--- src/verilog/dcache_pkg.sv ---
//////////////////////////////
// dcache shared definitions
// widths, vector types, access size and bus structs
//////////////////////////////
package dcache_pkg;

    localparam int ADDR_W     = 32;
    localparam int DATA_W     = 64;  // cpu port and memory beat
    localparam int LINE_BYTES = 16;
    localparam int OFFSET_W   = 4;   // byte offset inside a line
    localparam int NUM_WAYS   = 4;

    typedef logic [ADDR_W-1:0]       addr_t;
    typedef logic [DATA_W-1:0]       data_t;
    typedef logic [LINE_BYTES*8-1:0] line_t;
    typedef logic [LINE_BYTES-1:0]   line_strb_t;
    typedef logic [1:0]              way_t;

    // access width, all naturally aligned
    typedef enum logic [1:0] {
        SIZE_B = 2'd0,
        SIZE_H = 2'd1,
        SIZE_W = 2'd2,
        SIZE_D = 2'd3
    } acc_size_e;

    typedef struct packed {
        addr_t     addr;
        logic      we;     // 1 store, 0 load
        acc_size_e size;
        data_t     wdata;  // store data, lsb aligned
    } cpu_req_t;

    // one beat of a write-back burst
    typedef struct packed {
        addr_t addr;  // line aligned, same on both beats
        data_t data;
        logic  last;
    } mem_wbeat_t;

    // evicted line on its way to the buffer
    typedef struct packed {
        addr_t addr;
        line_t data;
    } wb_line_t;

endpackage
--- src/verilog/dcache_wb_buffer.sv ---
//////////////////////////////
// dcache write-back buffer
// one dirty line, sent as two write beats
//////////////////////////////
`timescale 1ns/1ps

module dcache_wb_buffer (
    input  logic                   clk,
    input  logic                   rst,
    input  logic                   wb_valid_i,
    input  dcache_pkg::wb_line_t   wb_line_i,
    output logic                   wb_ready_o,
    output logic                   mem_wr_valid_o,
    output dcache_pkg::mem_wbeat_t mem_wr_beat_o,
    input  logic                   mem_wr_ready_i
);

    logic                 full_q;
    logic                 beat_q;  // 0 low half, 1 high half
    dcache_pkg::wb_line_t line_q;

    assign wb_ready_o     = !full_q;  // accept only when empty
    assign mem_wr_valid_o = full_q;
    assign mem_wr_beat_o  = '{addr: line_q.addr,
                              data: beat_q ? line_q.data[127:64] : line_q.data[63:0],
                              last: beat_q};

    always_ff @(posedge clk) begin
        if (rst) begin
            full_q <= 1'b0;
            beat_q <= 1'b0;
        end else if (!full_q) begin
            if (wb_valid_i) begin
                full_q <= 1'b1;
                beat_q <= 1'b0;
            end
        end else if (mem_wr_ready_i) begin
            if (beat_q) full_q <= 1'b0;  // free after the last beat
            beat_q <= !beat_q;
        end
    end

    always_ff @(posedge clk) begin
        if (wb_valid_i && !full_q) line_q <= wb_line_i;
    end

endmodule

--- config.mk ---
export PLATFORM = sky130hd
export DESIGN_NAME = dcache_wb_buffer
export DESIGN_NICKNAME = d
export VERILOG_FILES = /design/src/verilog/dcache_pkg.sv /design/src/verilog/dcache_wb_buffer.sv
export SDC_FILE = /design/constraint.sdc
export NUM_CORES = 1
export LEC_CHECK = 0
export ABC_AREA = 1
export BUFFER_PORTS_ARGS = -buffer_cell sky130_fd_sc_hd__buf_2
export CORE_AREA = 2 2 112 114
export DETAILED_ROUTE_END_ITERATION = 8
export DIE_AREA = 0 0 114 116
export PLACE_DENSITY = 0.95
export SLEW_MARGIN = 20
export SYNTH_ARGS = -nofsm -noshare
export SYNTH_HDL_FRONTEND = slang
export SYNTH_SLANG_ARGS = --single-unit
export TNS_END_PERCENT = 20
--- constraint.sdc ---
create_clock -name clk -period 8.82 [get_ports clk]
set_input_delay 1.764 -clock clk [delete_from_list [all_inputs] [get_ports clk]]
set_output_delay 1.764 -clock clk [all_outputs]
set_load 0.01 [all_outputs]
# [Word level (Yosys, flattened, before mapping)]
# Index checks and enable logic that the tools add are counted.
[word_totals] register_bits=162 latch_bits=0 ramBits=0 rom_bits=0 out_inout_bits=99 wordCells=18 mem_count=0
[op_classes] add_sub_neg=0 n_mul=0 div_mod_pow=0 n_lt_le_gt_ge=0 n_eq_ne=1 n_shift=0 n_mux=8 bitwise_logic=0 reduce_logical=5
[op_table] op="2-to-1 mux 64 bit" count=1
[op_table] op="2-to-1 mux 1 bit" count=7
[op_table] op="zero test 1 bit" count=2
[op_table] op="inequality test 2 bit, second input constant" count=1
[op_table] op="AND reduction 2 bit" count=1
[op_table] op="nonzero test 2 bit" count=1
[op_table] op="logical AND 1 bit" count=1

# [Longest topological paths before layout]
[logic_depth] word_depth=3 depth_mapped=4 mapped_depth_nobuf=4

# [Worst setup path before layout]
# OpenSTA, ideal clock, no wires.
[synth_timing] kind="input-to-reg" startpoint="input wb_valid_i" endpoint="register line_q[0] in the netlist's numbering, enable pin" setup_ps=513 arrival_time_ps=4931 required_ps=8307 setup_slack_ps=3376 cell_stages=2 path_buffers=0 cell_sequence="nand2_1 > inv_1"
[synth_via] elab_chain_len=1
[synth_lines] item="start, declared" line_no="dcache_wb_buffer.sv:10" rtl="input logic wb_valid_i,"
[synth_lines] item="logical AND 1 bit" line_no="dcache_wb_buffer.sv:44" rtl="if (wb_valid_i && !full_q) line_q <= wb_line_i;"
[synth_lines] item="end signal, assigned" line_no="dcache_wb_buffer.sv:44"
[synth_lines] item="end, declared" line_no="dcache_wb_buffer.sv:20" rtl="dcache_pkg::wb_line_t line_q;"
# No other way between the ends.
# A chain may end at the register's enable or synchronous reset.

==> metrics <==
Placed Instances 775; most frequent cells in the layout buf_2 (262), edfxtp_1 (160), nand2_1 (68); period utilisation layout 0.400; CTS tree built; Setup Fix Bufs, Post-CTS 0; kind of critical path reg2out; layout cells sized above 1 0.442; vias in the first global route 3771; Setup-failing EPs final 0; Num CTS Buffers 17; CP max-delay cell dfxtp_4; starting density of the core 0.505; Die Y 116 µm; largest net degree at the start of global routing 132; Worst Tran Pin Value 803 ps; reg2reg start mem_wr_valid_o; WL/cell 14.6 µm; status completed; CTS max path bufs 2; routability cong. 0.778; MaxCap Viol Count 0; Post-DP HPWL 8430 µm; CTS clk-pin slew, worst paths 60 ps; endpoints failing hold 0; PwrDens 223 nW/µm²; syn_nets 576; Worst Hold Class reg2reg; DRC Markers 0; max incr delay on CP 590 ps; final WL 11800 µm; Finished Layout Cells 808; worst reg2reg path depth 4; post-route ant nets 0; vias per inst 4.67; Leak 3.37 nW; H-tree depth 4; critical path required time 7060 ps; RSZ-0062 raised after global routing no; crit end category primary output; Final Skew 5.05 ps; post_cts resized 0; Ant. Diodes 0; count of port buffers added during placement 262; crit path max fanout 94; FP Rows 40; clock sinks 162; Cell variety after synth 12; worst skew pair latency 410 ps; GRT Util Overall 0.179; grt total ovfl 0; Mapped Cells 412; Synth Register Bits 162; Max-Slew Margin vs Limit 0.465; Setup TNS 0 ps; Die X-Extent 114 µm; synth top area cells edfxtp_1 (80%), o21ai_0 (5.0%), buf_4 (4.6%); highest clock rate 283 MHz; hold_buf cts 0; # nets final 812; most common cell after layout, fill and taps aside buf_2; r2r endpoint line_q[123]; initial antenna violation count 0; post-synth design cell area 6020 µm²; VDD IR max 0.000185 V; io pins 263; Synth warnings 0; die area 13200 µm²; Root Driver clkbuf_16; CP top delay family flip-flops; Arrival @ worst endpoint 1770 ps; Yosys top cell area share 0.799; R2R setup slack 6650 ps; Mean Syn Cell Area 14.6 µm²; Hold Crit Endpoint beat_q; DRT iter0 DRCs 219; area growth from synthesis to layout 29.4%; Max Slew Vio Count 0; via count 3776; ordered list of cells on the worst path buf_16 -> nand2_1 -> o21ai_0 -> buf_2; Startpoint Class flop; Hold Crit Depth 2; Critical path buffers and inverters 2; Core ar. 11900 µm²; stages on the worst setup path 4; HP Start mem_wr_valid_o; Total Power 0.00173 W; register area share after synthesis 0.805; first-pass iteration count of the detailed router 4; first-pass GRT wire length 17500 µm; crit path time final 3530 ps; area leader, netlist edfxtp_1
==> registers in the layout, summed over array words and instances, names as in the netlist <==
signal          cells
beat_q              1
line_q            128
mem_wr_beat_o      32
mem_wr_valid_o      1
==> worst register-to-register path: cells and delay by family (launching register included) <==
family / cells / cell delay, ps
buffers and inverters: 3 / 1260
flip-flops: 1 / 340
AND/OR/NAND/NOR: 1 / 120
==> how the worst max path moves through the flow <==
stage,startpoint,end,slack (ps)
6_report,beat_q,mem_wr_beat_o[18],5290
5_1_grt,beat_q,mem_wr_beat_o[25],5150
4_1_cts,beat_q,mem_wr_beat_o[53],4950
3_5_place_dp,wb_valid_i,line_q[4],4940
3_3_place_gp,wb_valid_i,line_q[67],5000
2_1_floorplan,wb_valid_i,line_q[0],3380
==> area by class of cell <==
class,instances,area [µm²]
repair buffers,264,1350
well taps,147,184
fillers,871,4130
multi-input cells,136,593
flip-flops and latches,162,4850
inverters,67,256
clock inverters,11,114
clock buffers,21,440
==> power by group <==
part | leakage [nW] | total [W] | switching (W) | internal [W]
Clock | 0.274 | 0.000682 | 0.000269 | 0.000413
Combinational | 1.56 | 0.000139 | 0.0000797 | 0.0000592
Sequential | 1.54 | 0.000913 | 0.0000134 | 0.000899
Total | 3.37 | 0.00173 | 0.000362 | 0.00137
==> cells by family (layout without fill, tap and decap cells) <==
| family | after synthesis | after routing | share of synthesized area |
|---|---|---|---|
| buf+inv | 114 | 363 | 0.0961 |
| compound gates | 65 | 65 | 0.0541 |
| flops | 162 | 162 | 0.805 |
| simple gates | 71 | 71 | 0.0445 |
==> through the flow <==
| stage | setup slack, ps | utilization | hold slack (ps) | cell area, µm² |
|---|---|---|---|---|
| 5_1_grt | 5150 | 0.654 | 548 | 7790 |
| 3_3_place_gp | 5000 | 0.605 | 490 | 7200 |
| 2_1_floorplan | 3380 | - | 513 | 6020 |
| 6_report | 5290 | 0.654 | 521 | 7790 |
| 3_5_place_dp | 4940 | 0.605 | 515 | 7200 |
| 4_1_cts | 4950 | 0.651 | 521 | 7750 |
==> layer usage <==
layer	track usage	wire length, µm	up-vias
li1	-	-	1838
met3	0.0769	1210	28
met5	0	0	-
met1	0.178	4080	1705
met2	0.317	6120	205
met4	0.0976	403	0
==> Yosys cell counts <==
master,count
edfxtp_1,160
nand2_1,68
inv_1,67
o21ai_0,60
buf_4,37
buf_2,9
o21ai_1,4
dfxtp_1,2
nor2_1,2
a21oi_1,1
clkbuf_1,1
nand3_1,1
Note: power is estimated with default switching activity, not from simulation.
