--- src/verilog/dcache_pkg.sv ---
//////////////////////////////
// dcache shared definitions
// widths, vector types, access size and bus structs
//////////////////////////////
package dcache_pkg;

    localparam int ADDR_W     = 32;
    localparam int DATA_W     = 64;  // cpu port and memory beat
    localparam int LINE_BYTES = 16;
    localparam int OFFSET_W   = 4;   // byte offset inside a line
    localparam int NUM_WAYS   = 4;

    typedef logic [ADDR_W-1:0]       addr_t;
    typedef logic [DATA_W-1:0]       data_t;
    typedef logic [LINE_BYTES*8-1:0] line_t;
    typedef logic [LINE_BYTES-1:0]   line_strb_t;
    typedef logic [1:0]              way_t;

    // access width, all naturally aligned
    typedef enum logic [1:0] {
        SIZE_B = 2'd0,
        SIZE_H = 2'd1,
        SIZE_W = 2'd2,
        SIZE_D = 2'd3
    } acc_size_e;

    typedef struct packed {
        addr_t     addr;
        logic      we;     // 1 store, 0 load
        acc_size_e size;
        data_t     wdata;  // store data, lsb aligned
    } cpu_req_t;

    // one beat of a write-back burst
    typedef struct packed {
        addr_t addr;  // line aligned, same on both beats
        data_t data;
        logic  last;
    } mem_wbeat_t;

    // evicted line on its way to the buffer
    typedef struct packed {
        addr_t addr;
        line_t data;
    } wb_line_t;

endpackage
--- src/verilog/dcache_ctrl.sv ---
//////////////////////////////
// dcache controller
// lookup, evict, refill and store merge FSM
// plus hit/miss counters
//////////////////////////////
`timescale 1ns/1ps

module dcache_ctrl #(
    parameter int SET_BITS = 7,
    localparam int TAG_W = dcache_pkg::ADDR_W - dcache_pkg::OFFSET_W - SET_BITS
) (
    input  logic                                         clk,
    input  logic                                         rst,
    input  logic                                         cpu_valid_i,
    input  dcache_pkg::cpu_req_t                         cpu_req_i,
    output logic                                         cpu_ready_o,
    output dcache_pkg::data_t                            cpu_rdata_o,
    output logic [SET_BITS-1:0]                          lookup_index_o,
    output logic [TAG_W-1:0]                             lookup_tag_o,
    input  logic                                         hit_i,
    input  dcache_pkg::way_t                             hit_way_i,
    input  dcache_pkg::way_t                             victim_way_i,
    input  logic                                         victim_dirty_i,
    input  logic [TAG_W-1:0]                             victim_tag_i,
    output logic                                         fill_en_o,
    output dcache_pkg::way_t                             fill_way_o,
    output logic                                         dirty_set_en_o,
    output dcache_pkg::way_t                             dirty_way_o,
    output logic [SET_BITS-1:0]                          data_index_o,
    output logic                                         data_wr_en_o,
    output dcache_pkg::way_t                             data_wr_way_o,
    output dcache_pkg::line_strb_t                       data_wr_strb_o,
    output dcache_pkg::line_t                            data_wr_line_o,
    input  dcache_pkg::line_t [dcache_pkg::NUM_WAYS-1:0] rd_lines_i,
    output logic                                         wb_valid_o,
    output dcache_pkg::wb_line_t                         wb_line_o,
    input  logic                                         wb_ready_i,
    output logic                                         mem_rd_valid_o,
    output dcache_pkg::addr_t                            mem_rd_addr_o,
    input  logic                                         mem_rd_ready_i,
    input  logic                                         mem_rd_data_valid_i,
    input  dcache_pkg::data_t                            mem_rd_data_i,
    input  logic                                         mem_rd_last_i,
    output logic [63:0]                                  hit_count_o,
    output logic [63:0]                                  miss_count_o
);

    localparam int OW = dcache_pkg::OFFSET_W;

    typedef enum logic [2:0] {IDLE, LOOKUP, EVICT, READ_REQ, READ_DATA, FILL, RESPOND} state_e;

    state_e               state_q, state_d;
    dcache_pkg::cpu_req_t req_q;          // held for the whole access
    dcache_pkg::way_t     victim_way_q;   // latched since the rr pointer keeps moving
    logic [TAG_W-1:0]     victim_tag_q;
    dcache_pkg::line_t    fill_line_q;    // refill beats land here
    dcache_pkg::data_t    rdata_q;
    logic [63:0]          hit_cnt_q, miss_cnt_q;
    logic [OW-1:0]        off;
    logic [7:0]           size_mask, byte_strb;
    dcache_pkg::line_strb_t st_strb;
    dcache_pkg::data_t    st_data, load_word;
    dcache_pkg::line_t    st_line, merge_line, src_line;
    logic                 store_hit;

    assign off            = req_q.addr[OW-1:0];
    assign lookup_index_o = req_q.addr[OW +: SET_BITS];
    assign lookup_tag_o   = req_q.addr[dcache_pkg::ADDR_W-1 -: TAG_W];
    // cpu address while idle so the read starts on edge 1
    assign data_index_o   = (state_q == IDLE) ? cpu_req_i.addr[OW +: SET_BITS] : lookup_index_o;

    // store strobe from size and offset
    always_comb begin
        case (req_q.size)
            dcache_pkg::SIZE_B: size_mask = 8'h01;
            dcache_pkg::SIZE_H: size_mask = 8'h03;
            dcache_pkg::SIZE_W: size_mask = 8'h0f;
            default:            size_mask = 8'hff;
        endcase
    end
    assign byte_strb = size_mask << off[2:0];
    assign st_strb   = off[3] ? {byte_strb, 8'h00} : {8'h00, byte_strb};
    assign st_data   = req_q.wdata << {off[2:0], 3'b000};
    assign st_line   = {st_data, st_data};  // strobe picks the half

    // refilled line with the store bytes on top
    always_comb begin
        for (int b = 0; b < dcache_pkg::LINE_BYTES; b++) begin
            merge_line[b*8 +: 8] = (req_q.we && st_strb[b]) ? st_line[b*8 +: 8]
                                                            : fill_line_q[b*8 +: 8];
        end
    end

    // load result picks the 64-bit half and shifts it down with zero fill
    assign src_line  = (state_q == FILL) ? fill_line_q : rd_lines_i[hit_way_i];
    assign load_word = off[3] ? src_line[127:64] : src_line[63:0];
    assign store_hit = (state_q == LOOKUP) && hit_i && req_q.we;

    assign data_wr_en_o   = store_hit || (state_q == FILL);
    assign data_wr_way_o  = (state_q == FILL) ? victim_way_q : hit_way_i;
    assign data_wr_strb_o = (state_q == FILL) ? '1 : st_strb;
    assign data_wr_line_o = (state_q == FILL) ? merge_line : st_line;

    assign fill_en_o      = (state_q == FILL);
    assign fill_way_o     = victim_way_q;
    assign dirty_set_en_o = store_hit || (state_q == FILL && req_q.we);
    assign dirty_way_o    = data_wr_way_o;

    assign wb_valid_o     = (state_q == EVICT);
    assign wb_line_o      = '{addr: {victim_tag_q, lookup_index_o, {OW{1'b0}}},
                              data: rd_lines_i[victim_way_q]};
    // no refill while the buffer still holds a line
    assign mem_rd_valid_o = (state_q == READ_REQ) && wb_ready_i;
    assign mem_rd_addr_o  = {req_q.addr[dcache_pkg::ADDR_W-1:OW], {OW{1'b0}}};

    assign cpu_ready_o  = (state_q == RESPOND);  // one cycle only
    assign cpu_rdata_o  = rdata_q;
    assign hit_count_o  = hit_cnt_q;
    assign miss_count_o = miss_cnt_q;

    always_comb begin
        state_d = state_q;
        case (state_q)
            IDLE:      if (cpu_valid_i) state_d = LOOKUP;
            LOOKUP:    state_d = hit_i ? RESPOND : (victim_dirty_i ? EVICT : READ_REQ);
            EVICT:     if (wb_ready_i) state_d = READ_REQ;
            READ_REQ:  if (mem_rd_valid_o && mem_rd_ready_i) state_d = READ_DATA;
            READ_DATA: if (mem_rd_data_valid_i && mem_rd_last_i) state_d = FILL;
            FILL:      state_d = RESPOND;
            default:   state_d = IDLE;  // RESPOND
        endcase
    end

    always_ff @(posedge clk) begin
        if (rst) begin
            state_q    <= IDLE;
            hit_cnt_q  <= '0;
            miss_cnt_q <= '0;
        end else begin
            state_q <= state_d;
            if (state_q == LOOKUP && hit_i) hit_cnt_q <= hit_cnt_q + 64'd1;
            if (state_q == LOOKUP && !hit_i) miss_cnt_q <= miss_cnt_q + 64'd1;
        end
    end

    // payload regs
    always_ff @(posedge clk) begin
        if (state_q == IDLE && cpu_valid_i) req_q <= cpu_req_i;
        if (state_q == LOOKUP) begin
            victim_way_q <= victim_way_i;
            victim_tag_q <= victim_tag_i;
        end
        if (state_q == READ_DATA && mem_rd_data_valid_i) begin
            if (mem_rd_last_i) fill_line_q[127:64] <= mem_rd_data_i;  // high half second
            else fill_line_q[63:0] <= mem_rd_data_i;
        end
        if ((state_q == LOOKUP && hit_i) || state_q == FILL) begin
            rdata_q <= load_word >> {off[2:0], 3'b000};
        end
    end

endmodule

--- config.mk ---
export PLATFORM = sky130hd
export DESIGN_NAME = dcache_ctrl
export DESIGN_NICKNAME = d
export VERILOG_FILES = /design/src/verilog/dcache_pkg.sv /design/src/verilog/dcache_ctrl.sv
export SDC_FILE = /design/constraint.sdc
export NUM_CORES = 1
export LEC_CHECK = 0
export BUFFER_PORTS_ARGS = -buffer_cell sky130_fd_sc_hd__buf_2
export CORE_AREA = 2 2 497 499
export CTS_BUF_LIST = sky130_fd_sc_hd__clkbuf_4 sky130_fd_sc_hd__clkbuf_8 sky130_fd_sc_hd__clkbuf_16
export CTS_CLUSTER_SIZE = 28
export DETAILED_ROUTE_END_ITERATION = 8
export DIE_AREA = 0 0 499 501
export GPL_TIMING_DRIVEN = 0
export SLEW_MARGIN = 20
export SYNTH_ARGS = -nofsm -noshare
export SYNTH_HDL_FRONTEND = slang
export SYNTH_SLANG_ARGS = --single-unit
--- constraint.sdc ---
create_clock -name clk -period 5.2 [get_ports clk]
set_input_delay 0.26 -clock clk [delete_from_list [all_inputs] [get_ports clk]]
set_output_delay 0.26 -clock clk [all_outputs]
set_load 0.005 [all_outputs]
After elaboration in Yosys (flattened, before gate mapping)
Cells that the tools add are included.
Widths: inputs -> output; s select.
{"block": "classes", "addsub": 2, "n_lt_le_gt_ge": 2, "eq_ne": 12, "shifts": 3, "muxes": 35, "bitwise": 1, "n_reduce_logical": 34}
{"op": "$bmux 128 s2", "n": 2}
{"op": "$mux 128", "n": 4}
{"op": "$add 64x1->64 const B", "n": 2}
{"op": "$mux 8", "n": 16}
{"op": "$mux 64", "n": 1}
{"op": "$shl 64x6->64", "n": 1}
{"op": "$shr 64x6->64", "n": 1}
{"op": "$mux 16", "n": 2}
{"op": "$logic_and 1x1->1", "n": 25}
{"op": "$pmux 8 s3", "n": 1}
{"op": "$pmux 3 s6", "n": 1}
{"op": "$mux 3", "n": 5}
{"op": "$eq 3x3->1 const B", "n": 3}
{"op": "$shl 8x3->8", "n": 1}
{"op": "$mux 7", "n": 1}
{"op": "$eq 3x2->1 const B", "n": 2}
{"op": "$lt 2x3->1 const B", "n": 2}
{"op": "$ne 2x1->1 const B", "n": 2}
{"op": "$ne 2x2->1 const B", "n": 2}
{"op": "$reduce_and 2->1", "n": 2}
{"op": "$reduce_and 4->1", "n": 1}
{"op": "$eq 3x1->1 const B", "n": 1}
{"op": "$logic_not 3->1", "n": 1}
{"op": "$logic_or 1x1->1", "n": 3}
{"op": "other kinds (7)", "n": 7}
{"block": "totals", "reg_bits": 445, "inputBits": 709, "word_cells": 101}

Longest topological paths before layout
{"block": "logic_depth", "depth_word": 7, "ltp_mapped": 10, "depth_no_buf": 6}

Worst setup path before layout
No wires, ideal clock.
{"block": "synth_path", "kind": "register -> register", "start": "reg state_q[1]", "end": "reg fill_line_q[0], enable pin", "setup_time_ns": 0.486, "arrival_time_ns": 3.549, "required_ns": 4.714, "setup_slack_ns": 1.165, "stages_incl_launch_ff": 6, "period_less_slack_ns": 4.035, "cell_sequence": "dfxtp_1 -> buf_6 -> clkbuf_1 -> nor2_1 -> nand3_1 -> nor2_1"}
{"block": "synth_via", "elab_chain_cells": 3}
{"item": "start: declaration", "line": "dcache_ctrl.sv:52", "text": "state_e state_q, state_d;"}
{"item": "start signal: assignment", "line": "dcache_ctrl.sv:140", "text": "state_q <= state_d;"}
{"item": "$eq 3x3->1", "line": "dcache_ctrl.sv:153", "text": "if (state_q == READ_DATA && mem_rd_data_valid_i) begin"}
{"item": "$logic_and 1x1->1", "line": "dcache_ctrl.sv:153"}
{"item": "$reduce_and 2->1 (no line)"}
{"item": "end signal: assignment", "line": "dcache_ctrl.sv:155", "text": "else fill_line_q[63:0] <= mem_rd_data_i;"}
{"item": "end: declaration", "line": "dcache_ctrl.sv:56", "text": "dcache_pkg::line_t fill_line_q;"}
Every way passes these cells.
A chain may end at the register's enable or synchronous reset.

Final worst setup path
{"block": "layout_path", "start": "reg req_q (netlist bit off[0])", "end": "out data_wr_line_o[56]"}
{"block": "layout_via", "elab_chain_cells": 5}
{"item": "start: declaration", "line": "dcache_ctrl.sv:53", "text": "dcache_pkg::cpu_req_t req_q;"}
{"item": "start signal: assignment", "line": "dcache_ctrl.sv:148", "text": "if (state_q == IDLE && cpu_valid_i) req_q <= cpu_req_i;"}
{"item": "parallel branches: the longest is 4 deep, another holds $shl 64x6->64"}
{"item": "$mux 128 *", "line": "dcache_ctrl.sv:102", "text": "assign data_wr_line_o = (state_q == FILL) ? merge_line : st_line;"}
{"item": "end: declaration", "line": "dcache_ctrl.sv:33", "text": "output dcache_pkg::line_t data_wr_line_o,"}
Every way passes the cells marked *.

==> flow_summary_export.csv <==
group,metric,value,unit
setup_path,endpoint_kind,"output pin",
power_and_ir_drop,ir_worst_vdd,0.0002585,V
yosys,synth_edf_count,314,
timing,final_hold_viol_count,0,
power_and_ir_drop,clkPwrFrac,32.6,%
final_layout,utilization,18.53,%
route,vias,32640,
setup_path,crit_required,4.94,ns
grt,antenna_found_initial,350,
setup_path,arrival,4.77,ns
clocking,clock-sinks,445,
placement,pre_cts_ws,0.6928,ns
die,die_x,499,um
yosys,yosysUniqueCellTypes,59,
grt,gr-usage-met1,28.59,%
power_and_ir_drop,p_per_area,312.7,nW/um^2
flow_run,drv_cap,0,
die,coreArea,244800,sq um
setup_path,crit_path_top_delay_cell,"clkbuf_1",
power_and_ir_drop,p_sw,5.543,mW
power_and_ir_drop,combPwrFrac,37.2,%
final_layout,syn_to_final_growth,53.95,%
timing,setup_viol,0,
yosys,yosysTopAreaCell,"edfxtp_1",
clocking,ctsRootBufferMaster,"clkbuf_16",
hold_path,hold_class,"primary input to flop",
yosys,syn_area_per_cell,12.56,sq um
timing,maxSlewHeadroom,18.43,%
timing,grt_setup_unrepaired,"false",
route,wl_per_cell,43.82,um
yosys,synthDominantCellAreaShare,32.01,%
clocking,clk_latency,0.75,ns
die,fp.dieH,501,um
placement,dp_hpwl,285800,um
yosys,synthTopCellsByArea,"edfxtp_1 (32%), mux4_2 (24%), dfxtp_1 (8.9%)",
setup_path,crit_top_cell,"clkbuf_1",
power_and_ir_drop,pwr-share-seq,30.2,%
yosys,ys_warn_count,0,
placement,port_buffers,1272,
grt,top_usage_layer,"met2",
die,start_util,12.03,%
placement,place_area,40870,sq um
route,vias_per_cell,4.440,
grt,track_usage,24.68,%
clocking,cts_setup_buffers,0,
final_layout,finalInstanceArea,45350,sq um
placement,gp_congestion,0.9634,
grt,grt_pass1_wl,387900,um
die,die_area,250000,sq um
timing,tightestPinTransition,1.224,ns
yosys,synth_cells,2345,
grt,grt_pass1_vias,30560,
run_status,outcome,"complete, no violations",
die,rows,182,
clocking,clk_path_buf_depth,3,
route,drc,0,
setup_path,max_stage_delay,0.90,ns
timing,layout_min_cycle_time,5.027,ns
power_and_ir_drop,leakagePower,17.41,nW
route,dr.pass1.iters,7,
yosys,ys_ff_latch,445,
route,wirelength,322100,um
route,drtAntennaViolNets,0,
clocking,cts_tree,"yes",
yosys,ys_seq_area_share,40.91,%
timing,finalCritPeriodShare,96.67,%
setup_path,crit_path_cell_trace,"clkbuf_1 -> buf_1 -> clkbuf_1 -> a21oi_1 -> mux2i_1 -> mux2_2 -> buf_2",
timing,worst_slack,0.1732,ns
final_layout,nets,4634,
grt,met2_usage,38.15,%
setup_path,critical_path.max_fanout,10,
yosys,synthArstFlopShare,0,%
grt,grt_overflow,0,
timing,fmax,198.9,MHz
die,io_pins,1284,
route,drt-initial-drc-count,3917,
setup_path,crit_type,"flop to output pin",
clocking,cts.htree.levels,2,
yosys,ys.flop_type,"edfxtp_1",
power_and_ir_drop,internal-power,8.637,mW
final_layout,drive_above_1_share,53.42,%
timing,tns,0,ns
timing,finalClockSkew,0.04830,ns
grt,grt_max_degree,60,
clocking,numCtsBuffers,61,
yosys,synthesis.area,29460,sq um
clocking,clkTransAtPathRegs,0.06,ns
power_and_ir_drop,swShare,39.09,%
setup_path,start_kind,"flop",
timing,maxSlewViolCount,0,
grt,globalRouteMet3Util,13.27,%
==> cells by family after synthesis <==
| logic type | after synthesis | synth area share [%] |
|---|---|---|
| simple gates | 610 | 10.56 |
| fa+ha+maj | 2 | 0.08493 |
| other cells | 1 | 0.01273 |
| compound gates | 352 | 7.582 |
| mux | 608 | 35.07 |
| buf+inv | 297 | 4.884 |
| flops | 445 | 40.91 |
| xor+xnor | 30 | 0.8919 |
==> power groups by stage <==
stage	clock network [mW]	logic, mW	registers (mW)
3_5_place_dp	0	5.13	4.34
4_1_cts	4.77	5.29	4.28
2_1_floorplan	0	1.96	4.25
6_report	4.63	5.28	4.28
5_1_grt	4.84	5.40	4.29
3_3_place_gp	0	4.96	4.39
==> cell usage after synthesis (3+ instances only) <==
cell / number
a211oi_1: 8
a21boi_0: 3
a21oi_1: 120
a221oi_1: 4
a22o_1: 34
a22oi_1: 14
a31o_2: 9
and2_1: 15
and3_1: 16
and4_1: 13
buf_1: 36
buf_2: 19
buf_4: 74
buf_6: 3
clkbuf_1: 135
dfxtp_1: 131
edfxtp_1: 314
inv_1: 29
mux2_2: 194
mux2i_1: 94
mux4_2: 320
nand2_1: 124
nand2b_1: 4
nand3_1: 58
nand4_1: 29
nor2_1: 164
nor2b_1: 47
nor3_1: 28
nor4_1: 30
o21a_1: 4
o21ai_0: 65
o221ai_1: 4
o22a_1: 3
o22ai_1: 24
o2bb2ai_1: 10
o31ai_1: 39
or2_2: 5
or3_1: 27
or4_1: 41
xnor2_1: 23
xor2_1: 7
==> state kept, by name, summed over array words and instances (netlist names) <==
register and count:
hit_count_o 64, lookup_tag_o 21, state_q 3, req_q 67
fill_line_q 128, off 4, fill_way_o 2, cpu_rdata_o 64
victim_tag_q 21, lookup_index_o 7, miss_count_o 64
==> per-layer routing <==
metal / vias to the layer above / routed length (um)
met5: - / 1478
met1: 16450 / 119000
li1: 12720 / -
met4: 222 / 14300
met2: 2581 / 140600
met3: 665 / 46700
==> path summary, 6_finish.rpt <==
check | start | end | slack (ns) | depth (start not counted)
setup / recovery | off[0] | data_wr_line_o[56] | 0.17 | 7
hold / removal | cpu_valid_i | off[3] | 0.10 | 2
setup reg to reg | off[1] | cpu_rdata_o[14] | 1.10 | 7
hold reg to reg | hit_count_o[5] | hit_count_o[5] | 0.50 | 2
==> critical path, delay by kind of cell (launching register included) <==
family	cells	cell delay, ns
DFF	1	0.41
AOI/OAI and AO/OA	1	0.34
muxes	2	1.23
buffers and inverters	4	2.03
==> metrics by stage <==
step | hold slack (ns) | std cells | power [mW]
after global routing | 0.07889 | 7233 | 14.52
after CTS | 0.03904 | 7196 | 14.34
final | 0.1011 | 7351 | 14.18
after detailed placement | 0.4383 | 6888 | 9.471
after floorplan | 0.3589 | 2352 | 6.211
after global placement | 0.4369 | 6844 | 9.347
==> layout make-up <==
class | instances | area, sq um
Fill cell | 26990 | 199400
Multi-Input combinational cell | 1610 | 16170
Sequential cell | 445 | 12050
Timing Repair Buffer | 1509 | 9107
Tap cell | 3220 | 4029
Clock buffer | 72 | 1650
Buffer | 266 | 1370
Clock inverter | 44 | 476.7
Antenna cell | 155 | 387.9
Inverter | 30 | 112.6
==> cell usage in the layout, fill, tap and decap left out, types with 11 or more instances in the layout <==
cell           count
a22oi_1           14
nand4_1           29
mux4_2           320
nor4_1            28
buf_2           1305
dfxtp_1          131
nand2_1          123
and2_1            14
dlygate4sd3_1    193
xnor2_1           23
buf_4             79
o21ai_0           58
clkbuf_1         112
inv_1             29
or3_1             27
clkbuf_2          24
edfxtp_1         314
nor2_1           161
diode_2          155
o31ai_1           39
a22o_1            34
mux2_2           194
mux2i_1           91
nor3_1            26
buf_1             20
and4_1            13
nor2b_1           46
and3_1            16
clkbuf_16         63
nand3_1           58
buf_16            11
a21oi_2           11
buf_12            15
o22ai_1           20
or4_1             41
a21oi_1          109
==> what timing repair did <==
action	CTS	global route
hold endpoints to repair	271	0
gates resized for setup	3	3
hold buffers	193	0
setup endpoints to repair	14	13
(Power assumes the default switching activity.)
